$ cat config.mk
export PLATFORM = sky130hd
export DESIGN_NAME = exec_unit
export DESIGN_NICKNAME = d
export VERILOG_FILES = /design/src/alu_pkg.sv /design/src/port_pkg.sv /design/src/shift_add_multiplier.sv /design/src/alu.sv /design/src/alu_arbiter.sv /design/src/exec_unit.sv
export VERILOG_INCLUDE_DIRS = /design/src
export SDC_FILE = /design/constraint.sdc
export NUM_CORES = 1
export LEC_CHECK = 0
export ABC_CLOCK_PERIOD_IN_PS = 4800
export BUFFER_PORTS_ARGS = -buffer_cell sky130_fd_sc_hd__clkbuf_2
export CORE_MARGIN = 2
export CORE_UTILIZATION = 58
export DETAILED_ROUTE_END_ITERATION = 16
export PLACE_DENSITY = 0.88
export SLEW_MARGIN = 30
export SYNTH_ARGS = -nofsm -noshare
export SYNTH_HDL_FRONTEND = slang
export SYNTH_SLANG_ARGS = --single-unit
$ cat constraint.sdc
create_clock -name clk -period 4.8 [get_ports clk]
set_input_delay 0.96 -clock clk [delete_from_list [all_inputs] [get_ports clk]]
set_output_delay 0.96 -clock clk [all_outputs]
set_load 0.005 [all_outputs]
$ cat src/exec_defs.svh
// ------------------------------------------------------------
// Execution subsystem sizing macros
// Data width, issue port count and multiply step count
// ------------------------------------------------------------
`ifndef EXEC_DEFS_SVH
`define EXEC_DEFS_SVH

// Width of operands and results
`define XLEN 32

// Issue slots sharing the one ALU
`define NUM_PORTS 2

// One shift-and-add step per multiplier bit
`define MUL_STEPS `XLEN

`endif

$ cat src/alu_pkg.sv
// ------------------------------------------------------------
// ALU types
// Operation codes and the data word shared by the datapath
// ------------------------------------------------------------
`include "exec_defs.svh"

package alu_pkg;

  // Operand and result word
  typedef logic [`XLEN-1:0] word_t;

  // Two-bit operation code, encoding follows the issue slot format
  typedef enum logic [1:0]
  {
    op_add = 2'd0,
    op_sub = 2'd1,
    op_mul = 2'd2,
    op_and = 2'd3
  } alu_op_t;

endpackage

$ cat src/port_pkg.sv
// ------------------------------------------------------------
// Issue port types
// Port index and arbiter phase used by the ALU arbiter
// ------------------------------------------------------------
`include "exec_defs.svh"

package port_pkg;

  // Index of one issue slot
  typedef logic [$clog2(`NUM_PORTS)-1:0] port_id_t;

  // Phases of one granted transaction
  typedef enum logic [1:0]
  {
    arb_idle,
    arb_busy,
    arb_hold
  } arb_state_t;

endpackage

$ cat src/shift_add_multiplier.sv
// ------------------------------------------------------------
// Shift-and-add multiplier
// Iterative, one multiplier bit per cycle, returns the low
// word of the product with a single-cycle done pulse
// ------------------------------------------------------------
`timescale 1ns/1ps
`include "exec_defs.svh"

module shift_add_multiplier
(
  input  logic           clk,
  input  logic           reset,
  input  logic           mul_start,
  input  alu_pkg::word_t mul_a,
  input  alu_pkg::word_t mul_b,
  output alu_pkg::word_t mul_product,
  output logic           mul_done
);

  import alu_pkg::*;

  // Multiplicand shifts left, multiplier shifts right
  word_t mcand;
  word_t mplier;
  word_t acc;

  // Steps still to run, zero when idle
  logic [$clog2(`MUL_STEPS+1)-1:0] steps_left;
  logic busy;

  // Control state
  always_ff @(posedge clk)
  begin
    if (reset)
    begin
      busy       <= 1'b0;
      steps_left <= '0;
      mul_done   <= 1'b0;
    end
    else
    begin
      mul_done <= 1'b0;
      if (mul_start)
      begin
        busy       <= 1'b1;
        steps_left <= ($clog2(`MUL_STEPS+1))'(`MUL_STEPS);
      end
      else if (busy)
      begin
        steps_left <= steps_left - 1'b1;
        // Last step, done shows up with the final product
        if (steps_left == 1)
        begin
          busy     <= 1'b0;
          mul_done <= 1'b1;
        end
      end
    end
  end

  // Datapath, bits above XLEN simply fall off
  always_ff @(posedge clk)
  begin
    if (mul_start)
    begin
      acc    <= '0;
      mcand  <= mul_a;
      mplier <= mul_b;
    end
    else if (busy)
    begin
      if (mplier[0])
        acc <= acc + mcand;
      mcand  <= mcand << 1;
      mplier <= mplier >> 1;
    end
  end

  assign mul_product = acc;

endmodule

$ cat src/alu.sv
// ------------------------------------------------------------
// Integer ALU
// Single-cycle add, sub and AND, multi-cycle multiply via the
// shift-and-add unit; registers result, zero flag and done
// ------------------------------------------------------------
`timescale 1ns/1ps

module alu
(
  input  logic             clk,
  input  logic             reset,
  input  logic             alu_start,
  input  alu_pkg::alu_op_t alu_op,
  input  alu_pkg::word_t   alu_a,
  input  alu_pkg::word_t   alu_b,
  output alu_pkg::word_t   alu_result,
  output logic             alu_zero,
  output logic             alu_done
);

  import alu_pkg::*;

  // Shared adder inputs
  logic  carry_in;
  word_t addend;
  word_t sum;

  // Result of the single-cycle operations
  word_t quick_result;
  logic  quick_op;

  // Multiplier hookup
  logic  mul_start;
  word_t mul_a;
  word_t mul_b;
  word_t mul_product;
  logic  mul_done;

  // Subtract is a + ~b + 1 on the same adder
  assign carry_in = (alu_op == op_sub);
  assign addend   = carry_in ? ~alu_b : alu_b;
  assign sum      = alu_a + addend + word_t'(carry_in);

  always_comb
  begin
    case (alu_op)
      op_and:  quick_result = alu_a & alu_b;
      default: quick_result = sum;
    endcase
  end

  // Everything except mul completes on the start edge
  assign quick_op = (alu_op != op_mul);

  // Operands stay stable until done, so they feed the multiplier directly
  assign mul_start = alu_start && !quick_op;
  assign mul_a     = alu_a;
  assign mul_b     = alu_b;

  shift_add_multiplier u_mul
  (
    .clk         (clk),
    .reset       (reset),
    .mul_start   (mul_start),
    .mul_a       (mul_a),
    .mul_b       (mul_b),
    .mul_product (mul_product),
    .mul_done    (mul_done)
  );

  // Done pulse, one cycle after start or after the multiplier finishes
  always_ff @(posedge clk)
  begin
    if (reset)
      alu_done <= 1'b0;
    else
      alu_done <= (alu_start && quick_op) || mul_done;
  end

  // Zero flag is the result itself compared with zero
  always_ff @(posedge clk)
  begin
    if (alu_start && quick_op)
    begin
      alu_result <= quick_result;
      alu_zero   <= (quick_result == '0);
    end
    else if (mul_done)
    begin
      alu_result <= mul_product;
      alu_zero   <= (mul_product == '0);
    end
  end

endmodule

$ cat src/alu_arbiter.sv
// ------------------------------------------------------------
// ALU arbiter
// Round-robin grant of the shared ALU to the issue ports,
// ack side of the four-phase req/ack handshake per port
// ------------------------------------------------------------
`timescale 1ns/1ps
`include "exec_defs.svh"

module alu_arbiter
(
  input  logic                   clk,
  input  logic                   reset,
  input  logic [`NUM_PORTS-1:0]  req,
  input  alu_pkg::alu_op_t       op [`NUM_PORTS],
  input  alu_pkg::word_t         operand_a [`NUM_PORTS],
  input  alu_pkg::word_t         operand_b [`NUM_PORTS],
  input  alu_pkg::word_t         alu_result,
  input  logic                   alu_zero,
  input  logic                   alu_done,
  output logic [`NUM_PORTS-1:0]  ack,
  output alu_pkg::word_t         result [`NUM_PORTS],
  output logic [`NUM_PORTS-1:0]  zero,
  output logic                   alu_start,
  output alu_pkg::alu_op_t       alu_op,
  output alu_pkg::word_t         alu_a,
  output alu_pkg::word_t         alu_b
);

  import alu_pkg::*;
  import port_pkg::*;

  arb_state_t state;

  // Port currently owning the ALU
  port_id_t grant;
  // Port with first claim on the next grant
  port_id_t rr_ptr;

  // Idle-phase pick
  logic     pick_valid;
  port_id_t pick_id;

  // Scan from the favoured port onwards, lowest offset wins
  always_comb
  begin
    port_id_t idx;
    pick_valid = 1'b0;
    pick_id    = rr_ptr;
    for (int i = `NUM_PORTS - 1; i >= 0; i--)
    begin
      idx = port_id_t'(rr_ptr + i);
      if (req[idx])
      begin
        pick_valid = 1'b1;
        pick_id    = idx;
      end
    end
  end

  // Handshake FSM
  always_ff @(posedge clk)
  begin
    if (reset)
    begin
      state     <= arb_idle;
      grant     <= '0;
      rr_ptr    <= '0;
      ack       <= '0;
      alu_start <= 1'b0;
    end
    else
    begin
      alu_start <= 1'b0;
      case (state)
        arb_idle:
          if (pick_valid)
          begin
            grant     <= pick_id;
            // Other port goes first next time
            rr_ptr    <= port_id_t'(pick_id + 1'b1);
            alu_start <= 1'b1;
            state     <= arb_busy;
          end
        arb_busy:
          // Result is latched on this same edge
          if (alu_done)
          begin
            ack[grant] <= 1'b1;
            state      <= arb_hold;
          end
        arb_hold:
          // Requester dropped req, close the handshake
          if (!req[grant])
          begin
            ack[grant] <= 1'b0;
            state      <= arb_idle;
          end
        default:
          state <= arb_idle;
      endcase
    end
  end

  // Operation to the ALU, held until done
  always_ff @(posedge clk)
  begin
    if (state == arb_idle && pick_valid)
    begin
      alu_op <= op[pick_id];
      alu_a  <= operand_a[pick_id];
      alu_b  <= operand_b[pick_id];
    end
  end

  // Per-port result, kept after ack falls
  always_ff @(posedge clk)
  begin
    if (state == arb_busy && alu_done)
    begin
      result[grant] <= alu_result;
      zero[grant]   <= alu_zero;
    end
  end

endmodule

$ cat src/exec_unit.sv
// ------------------------------------------------------------
// Integer execution unit
// Two issue ports sharing one ALU through the arbiter
// ------------------------------------------------------------
`timescale 1ns/1ps
`include "exec_defs.svh"

module exec_unit
(
  input  logic                  clk,
  input  logic                  reset,
  input  logic [`NUM_PORTS-1:0] req,
  input  alu_pkg::alu_op_t      op [`NUM_PORTS],
  input  alu_pkg::word_t        operand_a [`NUM_PORTS],
  input  alu_pkg::word_t        operand_b [`NUM_PORTS],
  output logic [`NUM_PORTS-1:0] ack,
  output alu_pkg::word_t        result [`NUM_PORTS],
  output logic [`NUM_PORTS-1:0] zero
);

  import alu_pkg::*;

  // Arbiter to ALU
  logic    alu_start;
  alu_op_t alu_op;
  word_t   alu_a;
  word_t   alu_b;

  // ALU back to arbiter
  word_t   alu_result;
  logic    alu_zero;
  logic    alu_done;

  alu_arbiter u_arbiter
  (
    .clk        (clk),
    .reset      (reset),
    .req        (req),
    .op         (op),
    .operand_a  (operand_a),
    .operand_b  (operand_b),
    .alu_result (alu_result),
    .alu_zero   (alu_zero),
    .alu_done   (alu_done),
    .ack        (ack),
    .result     (result),
    .zero       (zero),
    .alu_start  (alu_start),
    .alu_op     (alu_op),
    .alu_a      (alu_a),
    .alu_b      (alu_b)
  );

  alu u_alu
  (
    .clk        (clk),
    .reset      (reset),
    .alu_start  (alu_start),
    .alu_op     (alu_op),
    .alu_a      (alu_a),
    .alu_b      (alu_b),
    .alu_result (alu_result),
    .alu_zero   (alu_zero),
    .alu_done   (alu_done)
  );

endmodule

==> impl_metrics.env, run 1 <==
export IMPL_synth_area_mm2=0.0148
export IMPL_clock_skew_ns=0.00819
export IMPL_min_path_type="reg -> reg"
export IMPL_vias=11500
export IMPL_synth_main_ff_cell="edfxtp_1"
export IMPL_status="finished, final reports clean"
export IMPL_finalCriticalPeriod_ns=4.32
export IMPL_place_hpwl_um=25900
export IMPL_overflow=0
export IMPL_avgSynthCellArea_um2=10.7
export IMPL_routabilityCongestion=0.928
export IMPL_layout_common_cells="296 x nand2_1, 229 x edfxtp_1, 203 x clkbuf_2"
export IMPL_critPathKind="reg -> reg"
export IMPL_cts_buffers=28
export IMPL_dieArea_mm2=0.0268
export IMPL_die_h_um=164
export IMPL_clock_latency_ns=0.54
export IMPL_rsz0062_at_grt="false"
export IMPL_path_buf_inv=0
export IMPL_synth_sequential_area_ratio=0.530
export IMPL_antenna_found_initial=1
export IMPL_cpMaxStageDelayCell="edfxtp_1"
export IMPL_drcViolationCount=0
export IMPL_fin_tns_setup_ns=0
export IMPL_grt_pass1_vias=10700
export IMPL_yosys_area_share_xor_xnor=0.0403
export IMPL_post_place_ws_ns=0.573
export IMPL_ctsResizeCount=0
export IMPL_synth_edf_count=229
export IMPL_antenna_cells=0
export IMPL_initial_core_util=0.588
export IMPL_grt_pass1_wl_um=56000
export IMPL_routed_via_density=5.95
export IMPL_yosys_warnings=0
export IMPL_cp_end_kind="flip-flop"
export IMPL_slew_violations=0
export IMPL_ant_nets=0
export IMPL_yosysUniqueCellTypes=80
export IMPL_finalCritPeriodShare=0.900
export IMPL_clock_path_buffers=3
export IMPL_grt_usage=0.263
export IMPL_synthesis_nets=1586
export IMPL_setup_slack_ns=0.481
export IMPL_drive_above_1_share=0.230
export IMPL_portBuffers=203
export IMPL_postLayoutCoreUtil=0.681
export IMPL_cp_required_ns=5.20
export IMPL_post_cts_setup_buffers=0
export IMPL_drt_iter0_drc=1321
export IMPL_synth_compound_area_frac=0.128
export IMPL_nFillCells=1922
export IMPL_hold_viol_final=0
export IMPL_drt_wl_total_um=35200
export IMPL_ys_ff_latch=277
export IMPL_nets=1781
export IMPL_vdd_drop_max_mv=0.296
export IMPL_wire_per_inst_um=18.3
export IMPL_slew_headroom=0.423
export IMPL_final_common_cell="nand2_1"
export IMPL_core_mm2=0.0251
export IMPL_root_buffer="clkbuf_16"
export IMPL_max_slew_worst_pin_slew_ns=0.865
export IMPL_path_delay_family="compound AO/OA/AOI/OAI gates"
export IMPL_max_freq_ghz=0.232
export IMPL_clock_sinks=277
export IMPL_io_pins=204
export IMPL_synth_fa_ha_area_frac=0.0601
export IMPL_num_rows=58
export IMPL_dieWidth_um=164
export IMPL_muxShareOfSynthArea=0.0575
export IMPL_syn2layout_area_growth_pct=15.8
export IMPL_crit_arrival_ns=4.72
export IMPL_setup_violations_final=0
export IMPL_cts_tree="yes"
export IMPL_synth_simple_area_share=0.163
export IMPL_power_density_mw_per_mm2=461
export IMPL_grt_max_degree=70
export IMPL_slowest_delay_ns=0.49
export IMPL_drtPass1Iterations=8
export IMPL_cts_hold_buf=0
export IMPL_cts_clk_slew_worst_paths_ns=0.06
export IMPL_p_leak_uw=0.00700
export IMPL_htreeDepth=1
export IMPL_maxCapViolations=0
export IMPL_startpoint_type="flip-flop"
export IMPL_worstPathMaxFanout=11
export IMPL_synth_cells=1381
export IMPL_crit_chain="nand2b_2 > xnor2_1 > ha_1 > o21a_1 > o31a_1 > o21a_1 > o22a_4 > a41o_1 > a311o_1 > a32oi_1 > nand4b_1 > and4bb_1 > nand4b_1 > o21ai_1"
export IMPL_synth_top_family_by_area="simple AND/OR/NAND/NOR gates"
export IMPL_async_reset_ff_frac=0
## through the flow
step | total power [uW] | hold slack (ns) | instances | cell area, um^2
2_1_floorplan | 5030 | 0.421 | 1381 | 14800
3_3_place_gp | 5620 | 0.425 | 1875 | 16200
3_5_place_dp | 5710 | 0.433 | 1875 | 16200
4_1_cts | 7870 | 0.448 | 1927 | 17100
5_1_grt | 8330 | 0.458 | 1928 | 17100
6_report | 7890 | 0.445 | 1928 | 17100
## path summary, 6_finish.rpt
path	start	endpoint	slack, ns	cells after the start
max	u_arbiter.alu_op[1]$_DFFE_PP_	u_alu.alu_zero$_DFFE_PP_	0.48	14
min reg2reg	u_alu.alu_result[0]$_DFFE_PP_	u_arbiter.result[32]$_DFFE_PP_	0.44	0
max reg2reg	u_arbiter.alu_op[1]$_DFFE_PP_	u_alu.alu_zero$_DFFE_PP_	0.48	14
min	u_alu.alu_result[0]$_DFFE_PP_	u_arbiter.result[32]$_DFFE_PP_	0.44	0
## final cells by class
cell class,count,area [um^2],share of cell area
clock buffer,42,816,0.0477
clock inverter,10,108,0.00629
inverter,24,90.1,0.00527
multi-input combinational,1021,6650,0.389
sequential,277,7840,0.458
tap,330,413,0.0241
timing repair buffer,224,1190,0.0698
## report_power, final
group,internal (uW),switching (uW)
Sequential,2960,275
Clock,1280,878
Combinational,1060,1450
Total,5290,2600
## synthesized netlist by cell type, types with 6 or more instances
cell / count / area share
a211oi_1: 14 / 0.0071
a21o_1: 23 / 0.012
a21oi_1: 89 / 0.030
a31oi_1: 16 / 0.0068
and2_1: 10 / 0.0042
and3_1: 19 / 0.0080
clkbuf_1: 52 / 0.013
dfxtp_1: 48 / 0.065
edfxtp_1: 229 / 0.47
ha_1: 67 / 0.057
inv_1: 24 / 0.0061
mux2_2: 71 / 0.054
nand2_1: 296 / 0.075
nand2b_1: 12 / 0.0051
nand3_1: 36 / 0.012
nand4_1: 10 / 0.0042
nor2_1: 61 / 0.015
nor2b_1: 8 / 0.0034
nor3_1: 16 / 0.0054
nor3b_1: 7 / 0.0036
nor4_1: 12 / 0.0051
o211ai_1: 7 / 0.0036
o21a_1: 17 / 0.0086
o21ai_0: 45 / 0.015
o21bai_1: 6 / 0.0030
o31ai_1: 8 / 0.0041
or3_1: 11 / 0.0047
xnor2_1: 51 / 0.030
xor2_1: 17 / 0.010
## registers in the layout (all words and copies together), names as in the netlist, 6 cells and up, named ones only
register                 flops
u_arbiter.result            64
u_alu.u_mul.mplier          32
u_alu.alu_result            32
u_alu.u_mul.steps_left       6
u_alu.u_mul.mul_product     32
u_alu.u_mul.mcand           32
u_arbiter.alu_a             32
u_arbiter.alu_b             32
## cells by family after synthesis
logic type / Yosys count
AND/OR/NAND/NOR: 527
AO/OA/AOI/OAI: 280
flip-flops: 277
buffers and inverters: 83
multiplexers: 76
adder cells (fa/ha/maj): 70
XOR/XNOR: 68
## routing by layer
metal	track usage	share of wire	wire length, um
met5	0	0.00037	13
met4	0.0706	0.022	785
met3	0.0307	0.077	2710
met2	0.411	0.45	15700
met1	0.392	0.45	16000
(Power assumes the default switching activity.)
==> run 2, diff against run 1 <==
- BUFFER_PORTS_ARGS: -buffer_cell sky130_fd_sc_hd__clkbuf_2 -> not set
- CORE_UTILIZATION: 58 -> 55
- DONT_BUFFER_PORTS: not set -> 1
- PLACE_DENSITY: 0.88 -> 0.78
- TNS_END_PERCENT: not set -> 1
==> impl_metrics.env, run 2 (same netlist as run 1, synthesis figures left out) <==
export IMPL_cp_required_ns=5.22
export IMPL_slew_violations=0
export IMPL_clock_path_buffers=3
export IMPL_path_delay_family="compound AO/OA/AOI/OAI gates"
export IMPL_cp_end_kind="flip-flop"
export IMPL_wire_per_inst_um=19.3
export IMPL_crit_chain="nand2b_2 > xnor2_1 > ha_1 > o21a_1 > o31a_1 > o21a_1 > o22a_4 > a2111oi_2 > o2111ai_1 > nor4_1 > nand4_1 > and4bb_1 > nand4b_1 > o21ai_1"
export IMPL_nFillCells=2038
export IMPL_antenna_found_initial=1
export IMPL_cts_clk_slew_worst_paths_ns=0.07
export IMPL_power_share_switching=0.326
export IMPL_finalCriticalPeriod_ns=4.48
export IMPL_met3_usage=0.0397
export IMPL_antenna_cells=0
export IMPL_fin_tns_setup_ns=0
export IMPL_reg2reg_depth=14
export IMPL_core_mm2=0.0262
export IMPL_p_leak_uw=0.00616
export IMPL_die_h_um=168
export IMPL_num_rows=59
export IMPL_crit_path_end="u_alu.alu_zero$_DFFE_PP_"
export IMPL_p_int_uw=5360
export IMPL_layout_common_cells="296 x nand2_1, 229 x edfxtp_1, 89 x a21oi_1"
export IMPL_met2_usage=0.349
export IMPL_largest_reg_flops=64
export IMPL_hold_viol_final=0
export IMPL_grt_max_degree=60
export IMPL_slowest_delay_ns=0.54
export IMPL_worst_path_stages=14
export IMPL_place_hpwl_um=24400
export IMPL_cts_tree="yes"
export IMPL_finalCritPeriodShare=0.933
export IMPL_cts_hold_buf=0
export IMPL_finalInstanceArea_mm2=0.0161
export IMPL_nets=1575
export IMPL_ctsResizeCount=0
export IMPL_grt_usage=0.232
export IMPL_power_switching_uw=2590
export IMPL_io_pins=204
export IMPL_slew_headroom=0.455
export IMPL_largest_register="u_arbiter.result"
export IMPL_clock_sinks=277
export IMPL_place_area_mm2=0.0151
export IMPL_vdd_drop_max_mv=0.284
export IMPL_worstPathMaxFanout=11
export IMPL_status="finished, final reports clean"
export IMPL_seq_power_share=0.405
export IMPL_overflow=0
export IMPL_drtPass1Iterations=6
export IMPL_use_met1=0.349
export IMPL_ff2ff_setup_slack_ns=0.32
export IMPL_r2r_end="u_alu.alu_zero$_DFFE_PP_"
export IMPL_timing_rr_start="u_arbiter.alu_op[1]$_DFFE_PP_"
export IMPL_clock_latency_ns=0.57
export IMPL_routabilityCongestion=0.921
export IMPL_drive_above_1_share=0.118
export IMPL_max_freq_ghz=0.223
export IMPL_grt_pass1_vias=9752
export IMPL_cts_buffers=28
export IMPL_rsz0062_at_grt="false"
export IMPL_critical_path_most_common_cell="o21a_1"
export IMPL_final_common_cell="nand2_1"
export IMPL_clock_power_share=0.290
export IMPL_clock_skew_ns=0.0160
export IMPL_vias=10400
export IMPL_grt_busiest_layer="met2"
export IMPL_routed_via_density=6.05
export IMPL_maxCapViolations=0
export IMPL_drcViolationCount=0
export IMPL_crit_arrival_ns=4.90
export IMPL_combPwrFrac=0.305
export IMPL_initial_core_util=0.564
export IMPL_htreeDepth=1
export IMPL_setup_violations_final=0
export IMPL_ant_nets=0
export IMPL_root_buffer="clkbuf_16"
export IMPL_startpoint="u_arbiter.alu_op[1]$_DFFE_PP_"
export IMPL_cpMaxStageDelayCell="a2111oi_2"
export IMPL_dieArea_mm2=0.0282
export IMPL_syn2layout_area_growth_pct=9.09
export IMPL_power_density_mw_per_mm2=493
export IMPL_path_buf_inv=0
export IMPL_power_total_uw=7940
export IMPL_drt_wl_total_um=33300
export IMPL_portBuffers=0
export IMPL_grt_pass1_wl_um=52200
export IMPL_min_path_type="reg -> reg"
export IMPL_critPathKind="reg -> reg"
export IMPL_startpoint_type="flip-flop"
export IMPL_post_cts_setup_buffers=0
export IMPL_drt_iter0_drc=849
export IMPL_max_slew_worst_pin_slew_ns=0.808
export IMPL_dieWidth_um=168
[run 2: cell types whose count changed in the layout (fill, tap and decap cells not counted), sizes merged]
cell    change
buf         -3
bufinv      +4
clkbuf    -214
clkinv      +6
[run 2: power groups by stage]
stage	logic [uW]	clock network, uW	registers, uW
6_report	2420	2300	3220
5_1_grt	2680	2440	3250
4_1_cts	2390	2350	3210
3_5_place_dp	2370	0	3260
3_3_place_gp	2340	0	3260
2_1_floorplan	1870	0	3160
[run 2: per-stage QoR]
| stage | utilization | setup WS (ns) | instances | hold WS (ns) |
|---|---|---|---|---|
| 2_1_floorplan | - | 0.792 | 1381 | 0.421 |
| 3_3_place_gp | 0.577 | 0.523 | 1675 | 0.426 |
| 3_5_place_dp | 0.578 | 0.395 | 1675 | 0.430 |
| 4_1_cts | 0.615 | 0.362 | 1726 | 0.442 |
| 5_1_grt | 0.615 | 0.145 | 1726 | 0.440 |
| 6_report | 0.615 | 0.322 | 1726 | 0.443 |
[run 2: metal layers]
metal	up-vias	routed length, um
met3	53	2460
met4	2	824
met2	427	14200
li1	5056	-
met1	4910	15800
met5	-	12
[run 2: how the worst min path moves through the flow]
stage	cells past startpoint	slack, ns	from	to
floorplan	0	0.42	u_alu.alu_result[0]$_DFFE_PP_	u_arbiter.result[0]$_DFFE_PP_
global placement	0	0.43	u_alu.alu_result[0]$_DFFE_PP_	u_arbiter.result[32]$_DFFE_PP_
detailed placement	0	0.43	u_alu.alu_result[24]$_DFFE_PP_	u_arbiter.result[24]$_DFFE_PP_
CTS	1	0.44	reset	u_alu.u_mul.busy$_SDFF_PP0_
global route	1	0.44	reset	u_alu.u_mul.busy$_SDFF_PP0_
finish	0	0.44	u_alu.alu_result[14]$_DFFE_PP_	u_arbiter.result[14]$_DFFE_PP_
[run 2: layout make-up]
| type | count | area [um^2] | area share |
|---|---|---|---|
| clock buffers | 31 | 712 | 0.0442 |
| clock inverters | 20 | 272 | 0.0168 |
| flip-flops and latches | 277 | 7840 | 0.486 |
| repair buffers | 18 | 135 | 0.00838 |
| well taps | 335 | 419 | 0.0260 |
| inverters | 24 | 92.6 | 0.00574 |
| multi-input cells | 1021 | 6650 | 0.413 |
